`config.mk`:
```
export PLATFORM = sky130hd
export DESIGN_NAME = packet_decoder
export DESIGN_NICKNAME = d
export VERILOG_FILES = /design/src/logic/ctrl_proto_pkg.sv /design/src/logic/ctrl_core_pkg.sv /design/src/logic/packet_decoder.sv
export SDC_FILE = /design/constraint.sdc
export NUM_CORES = 1
export LEC_CHECK = 0
export ABC_CLOCK_PERIOD_IN_PS = 3100
export BUFFER_PORTS_ARGS = -buffer_cell sky130_fd_sc_hd__buf_2
export CORE_MARGIN = 2
export CORE_UTILIZATION = 40
export DETAILED_ROUTE_END_ITERATION = 10
export PLACE_DENSITY = 0.61
export SLEW_MARGIN = 10
export SYNTH_ARGS = -nofsm -noshare
export SYNTH_HDL_FRONTEND = slang
export SYNTH_SLANG_ARGS = --single-unit
```
`constraint.sdc`:
```
create_clock -name clk -period 3.1 [get_ports clk]
set_input_delay 0.93 -clock clk [delete_from_list [all_inputs] [get_ports clk]]
set_output_delay 0.93 -clock clk [all_outputs]
set_load 0.1 [all_outputs]
```
`src/logic/ctrl_proto_pkg.sv`:
```
// Byte stream protocol types, command codes, test numbers and error codes
package ctrl_proto_pkg;

    // ================================================
    // Basic widths
    // ================================================

    // One byte as it travels through the FIFOs
    typedef logic [7:0] byte_t;

    // Payload length field of a header
    typedef logic [5:0] len_t;

    // ================================================
    // Packet header
    // ================================================

    typedef enum logic [1:0] {
        CMD_START   = 2'd0,
        CMD_DATA    = 2'd1,
        CMD_STOP    = 2'd2,
        CMD_STOPPED = 2'd3
    } cmd_t;

    // Command in the top two bits, payload length below
    typedef struct packed {
        cmd_t cmd;
        len_t len;
    } packet_header_t;

    // ================================================
    // Test numbers carried by START
    // ================================================

    localparam byte_t TEST_RECEIVE      = 8'h01;
    localparam byte_t TEST_RECEIVE_SEND = 8'h02;

    // ================================================
    // Error codes of the STOPPED reply
    // ================================================

    localparam byte_t ERR_NONE          = 8'h00;
    localparam byte_t ERR_INVALID_CMD   = 8'h01;
    localparam byte_t ERR_START_PAYLOAD = 8'h02;
    localparam byte_t ERR_STOP_PAYLOAD  = 8'h03;
    localparam byte_t ERR_TEST_NUM      = 8'h04;
    localparam byte_t ERR_TEST_DATA     = 8'h05;

endpackage

```
`src/logic/ctrl_core_pkg.sv`:
```
// Internal structs, state enums and report sizing of the controller
package ctrl_core_pkg;

    import ctrl_proto_pkg::*;

    // ================================================
    // Reply reports
    // ================================================

    // Header plus up to three bytes
    localparam int REPORT_BYTES = 4;

    typedef logic [1:0] rep_idx_t;

    // Entry 0 is the header, count is the number of bytes after it
    typedef struct packed {
        rep_idx_t                   count;
        byte_t [REPORT_BYTES-1:0]   bytes;
    } report_t;

    // ================================================
    // Decoder output
    // ================================================

    // Data is the whole header byte for headers, the raw byte otherwise
    typedef struct packed {
        logic  is_header;
        cmd_t  cmd;
        byte_t data;
    } dec_item_t;

    // ================================================
    // State machines
    // ================================================

    typedef enum logic {
        DEC_HEADER,
        DEC_PAYLOAD
    } dec_state_e;

    typedef enum logic {
        CHK_RUN,
        CHK_STOPPED
    } chk_state_e;

    typedef enum logic {
        WR_IDLE,
        WR_SEND
    } wr_state_e;

endpackage

```
`src/logic/packet_decoder.sv`:
```
// Packet decoder module: input FIFO reader and header/payload splitter
`timescale 1ns/100ps

module packet_decoder
    import ctrl_proto_pkg::*, ctrl_core_pkg::*;
(
    input  logic      clk,
    input  logic      reset_i,
    input  logic      in_empty_i,
    input  byte_t     in_data_i,
    output logic      in_rd_o,
    output dec_item_t item_o,
    output logic      item_valid_o,
    input  logic      item_ready_i
);

    dec_state_e     state_q;
    cmd_t           cmd_q;
    len_t           remain_q;
    logic           capture_q;
    logic           hold_q;
    dec_item_t      item_q;
    dec_item_t      item_d;
    packet_header_t hdr;
    logic           item_take;

    assign hdr       = packet_header_t'(in_data_i);
    assign item_take = hold_q & item_ready_i;

    assign item_o       = item_q;
    assign item_valid_o = hold_q;

    // Tag the returning byte with the command in force
    always_comb begin
        item_d.data = in_data_i;
        if (state_q == DEC_HEADER) begin
            item_d.is_header = 1'b1;
            item_d.cmd       = hdr.cmd;
        end else begin
            item_d.is_header = 1'b0;
            item_d.cmd       = cmd_q;
        end
    end

    // ================================================
    // Read request, capture and packet tracking
    // ================================================
    always_ff @(posedge clk or posedge reset_i) begin
        if (reset_i) begin
            state_q   <= DEC_HEADER;
            cmd_q     <= CMD_START;
            remain_q  <= '0;
            capture_q <= 1'b0;
            hold_q    <= 1'b0;
            in_rd_o   <= 1'b0;
        end else begin
            // Byte requested now shows up on the bus next cycle
            capture_q <= in_rd_o;
            // Single request in flight, and only into a free hold register
            in_rd_o   <= ~in_empty_i & ~in_rd_o & ~capture_q & (~hold_q | item_take);

            if (capture_q) begin
                hold_q <= 1'b1;
                if (state_q == DEC_HEADER) begin
                    if (hdr.len != '0) begin
                        state_q  <= DEC_PAYLOAD;
                        cmd_q    <= hdr.cmd;
                        remain_q <= hdr.len;
                    end
                end else begin
                    remain_q <= remain_q - len_t'(1);
                    if (remain_q == len_t'(1)) begin
                        state_q <= DEC_HEADER;
                    end
                end
            end else if (item_take) begin
                hold_q <= 1'b0;
            end
        end
    end

    // Hold register contents
    always_ff @(posedge clk) begin
        if (capture_q) begin
            item_q <= item_d;
        end
    end

    // FIFO must still be non-empty when the registered request comes out
    a_rd_not_empty: assert property (@(posedge clk) disable iff (reset_i)
        $rose(in_rd_o) |-> !in_empty_i);

endmodule

```
Word level (Yosys, flattened, before mapping)
Cells that the tools add are included.
{"block": "op_classes", "add_sub_neg": 1, "n_eq_ne": 1, "mux": 8, "n_bitwise": 10, "n_reduce_logical": 5}
{"cell": "$mux W6", "count": 2}
{"cell": "$eq A6 B1 Y1 const B", "count": 1}
{"cell": "$reduce_bool A6 Y1", "count": 1}
{"cell": "$sub A6 B1 Y6 const B", "count": 1}
{"cell": "$mux W1", "count": 5}
{"cell": "$not A1 Y1", "count": 5}
{"cell": "$and A1 B1 Y1", "count": 4}
{"cell": "$reduce_bool A2 Y1", "count": 2}
{"cell": "$mux W3", "count": 1}
{"cell": "$reduce_and A3 Y1", "count": 1}
{"cell": "$reduce_and A2 Y1", "count": 1}
{"cell": "$or A1 B1 Y1", "count": 1}
{"block": "totals", "regBits": 23, "inputBits": 12, "word_cells": 34}

Depth between registers and ports, before layout
{"block": "depth", "depth_word": 4, "mapped_depth": 6, "ltp_nobuf": 5}

Least setup slack after synthesis
No wires, ideal clock.
{"block": "synth_timing", "kind": "input-to-reg", "from": "input in_data_i[4]", "to": "register cmd_q[0]", "setup_ns": 0.125, "arrival_ns": 2.132, "t_required_ns": 2.975, "setup_slack_ns": 0.844, "cell_stages": 3, "path_buffers": 0, "path_cell_list": "or4_4 -> o31ai_2 -> mux2_2"}
{"block": "synth_between", "elab_chain_cells": 2}
{"element": "from (decl)", "line": "packet_decoder.sv:10", "source": "input byte_t in_data_i,"}
{"element": "$reduce_bool A6 Y1", "line": "packet_decoder.sv:65", "source": "if (hdr.len != '0) begin"}
{"element": "$reduce_and A3 Y1 (no source line)"}
{"element": "to (signal assigned)", "line": "packet_decoder.sv:67", "source": "cmd_q <= hdr.cmd;"}
{"element": "to (decl)", "line": "packet_decoder.sv:18", "source": "cmd_t cmd_q;"}
No other way between the ends.
A chain may end at the register's enable or synchronous reset.

Worst setup path after layout
Ends and elaborated chain as after synthesis.

==> summary.md <==
| Metric | Value |
|---|---|
| Status | `finished clean` |
| WP buf/inv | `1` |
| Slowest-stage cell, CP | `or4_4` |
| DR iter-0 viols | `15` |
| Final period util | `0.705` |
| Worst Hold Class | `flop to flop` |
| Ant diodes | `0` |
| Fin crit period | `2.19 ns` |
| Post-synthesis compound-gate area fraction | `0.142` |
| Via count | `731` |
| Worst slew pin tran | `0.800 ns` |
| Post-synth top area cell | `edfxtp_1` |
| MaxCap Viol Count | `0` |
| Setup-failing EPs final | `0` |
| Pwr Total | `1.10 mW` |
| VDD IR max | `443 uV` |
| Worst hold margin | `0.416 ns` |
| #FFs+latches synth | `23` |
| Fillcell total | `237` |
| PostCTS Resize Cnt | `0` |
| Crit path max-delay family | `simple AND/OR/NAND/NOR gates` |
| Critical Path RT | `3.31 ns` |
| Adder-Cell Fraction of Synth Area | `0.0250` |
| Area delta synth->final | `17.4%` |
| Max frequency | `0.457 GHz` |
| Setup_tns | `0 ns` |
| Largest net degree at the start of global routing | `24` |
| Post-synthesis mux area share | `0.0662` |
| Initial antenna violation count | `0` |
| Slowest stage delay, CP | `0.56 ns` |
| Root buffer cell | `clkbuf_4` |
| Hold buffer count at cts | `0` |
| Gr usage total | `0.143` |
| P per Cell Area | `934 mW/mm2` |
| CP Capture Type | `flop` |
| Crit start category | `input pin` |
| Area share of xor/xnor cells in the synthesized design | `0` |
| Setup CP Type | `input pin to flop` |
| Worst Skew | `0.000886 ns` |
| Final nets | `118` |
| Most common cell after layout, fill and taps aside | `buf_2` |
| Congestion Overflow GR | `0` |
| CTS max path bufs | `2` |
| CP arrival | `2.39 ns` |
| Setup bufs post-CTS | `0` |
| Pins Over Slew Limit | `0` |
| Seq/Total Area, Yosys | `0.629` |
| Main combinational cell family by area after synthesis | `compound AO/OA/AOI/OAI gates` |
| Cell variety after synth | `29` |
| Vias in the first global route | `644` |
| DR DRC count | `0` |
| Synth Instances | `78` |
| GP Congestion | `0.844` |
| First-pass GRT wire length | `2.86 mm` |
| Chip width | `54.1 um` |
| Avg WL per Cell | `14.1 um` |
| Die ar. | `0.00292 mm2` |
| CP Max Fanout | `5` |
| Post-Synthesis Cell Area | `0.00100 mm2` |
| Ports | `25` |
| Synth area leaders | `edfxtp_1 33%, dfrtp_1 30%, mux2_2 5.6%` |
| Htree depth | `1` |
| DR vias/cell | `5.50` |
| Unrepaired setup endpoints after global routing | `false` |
| Synth warn | `0` |
| CTS sink count | `23` |
| Synth Net Count | `92` |
| Total CTS buffers | `3` |
| Site Rows | `18` |
| Fraction of the mapped netlist area in simple logic gates | `0.104` |
| Most frequent cells in the layout | `24 x buf_2, 12 x dfrtp_1, 11 x edfxtp_1, 7 x nor2_1, 6 x inv_1` |
| Number of routed nets with antenna violations | `0` |
| Port bufs | `24` |
| TritonCTS clock tree | `done` |
| Initial Utilization | `0.412` |
| Leak | `0.511 nW` |
| Slew headroom | `0.467` |
| Share of cells above drive strength 1 | `0.350` |
| Mean Syn Cell Area | `12.8 um2` |
| Clock slew at reported path FFs | `0.12 ns` |
| Core ar. | `0.00243 mm2` |
| Die extent in y | `54.1 um` |
| DP HPWL | `1.33 mm` |
| Routed wire length | `1.87 mm` |
| TritonRoute pass-1 iters | `4` |
| Clock latency on the worst-skew pair | `0.31 ns` |
| Area share of the largest cell type after synthesis | `0.330` |
| Critical path, cell by cell | `buf_2 -> or4_4 -> o31ai_2 -> mux2_2` |
| Final hold vios | `0` |
worst register-to-register path, delay by kind of cell, from the launching register on:
| family | cells | cell delay (ns) |
|---|---|---|
| flops | 1 | 0.88 |
| compound gates | 1 | 0.26 |
| simple gates | 1 | 0.55 |
| buf+inv | 1 | 0.22 |
layer usage:
layer	track usage	wire length [um]	up-vias
met4	0.100	35	0
met1	0.178	854	350
met3	0.0417	153	4
li1	-	-	344
met5	0	0	-
met2	0.211	830	33
synth_stat cells (all sizes together):
master,instances
a211o,1
a21o,1
a21oi,1
a22o,2
a32o,1
a32oi,1
clkbuf,3
dfrtp,12
edfxtp,11
ha,2
inv,6
mux2,5
mux2i,1
nand2,2
nand3,1
nand3b,1
nor2,7
nor2b,1
nor3,3
o211ai,1
o21ai,3
o221ai,1
o22ai,4
o2bb2ai,1
o31ai,2
or3,1
or4,3
stage by stage:
step,instances,utilization,cell area (um2),worst slack [ns]
finish,133,0.484,1180,0.913
global route,133,0.484,1180,0.879
CTS,133,0.484,1180,0.935
detailed placement,129,0.472,1150,0.595
global placement,129,0.472,1150,0.652
floorplan,78,-,1000,0.844
registers in the layout, summed over array words and instances, names as in the netlist:
name          flops
item_o           11
remain_q          6
cmd_q             2
capture_q         1
in_rd_o           1
item_valid_o      1
state_q           1
cells by family after synthesis:
family          count (synthesis)
flops                          23
compound gates                 19
simple gates                   19
buf+inv                         9
mux                             6
fa+ha+maj                       2
power by group:
group          leakage (nW)  internal, mW  switching (mW)
logic                 0.240         0.157           0.320
clock network        0.0177        0.0482          0.0872
registers             0.253         0.409          0.0763
path summary, 6_finish.rpt:
| kind | slack, ns | cells past startpoint | from | endpoint |
|---|---|---|---|---|
| setup / recovery | 0.91 | 4 | in_data_i[4] | cmd_q[0] |
| hold / removal | 0.42 | 0 | in_rd_o | capture_q |
| setup reg to reg | 1.08 | 3 | capture_q | remain_q[5] |
| hold reg to reg | 0.42 | 0 | in_rd_o | capture_q |
| max in group asynchronous | 2.19 | 2 | reset_i | remain_q[2] |
| min in group asynchronous | 0.61 | 2 | reset_i | capture_q |
layout make-up:
cell class,count,area [um2],share of cell area
clock buffer,3,22.5,0.0191
tap,30,37.5,0.0319
multi-input combinational,46,338,0.287
clock inverter,1,5.00,0.00426
inverter,6,22.5,0.0191
sequential,23,631,0.536
timing repair buffer,24,120,0.102
No activity file was read; power rests on OpenSTA's default activity.
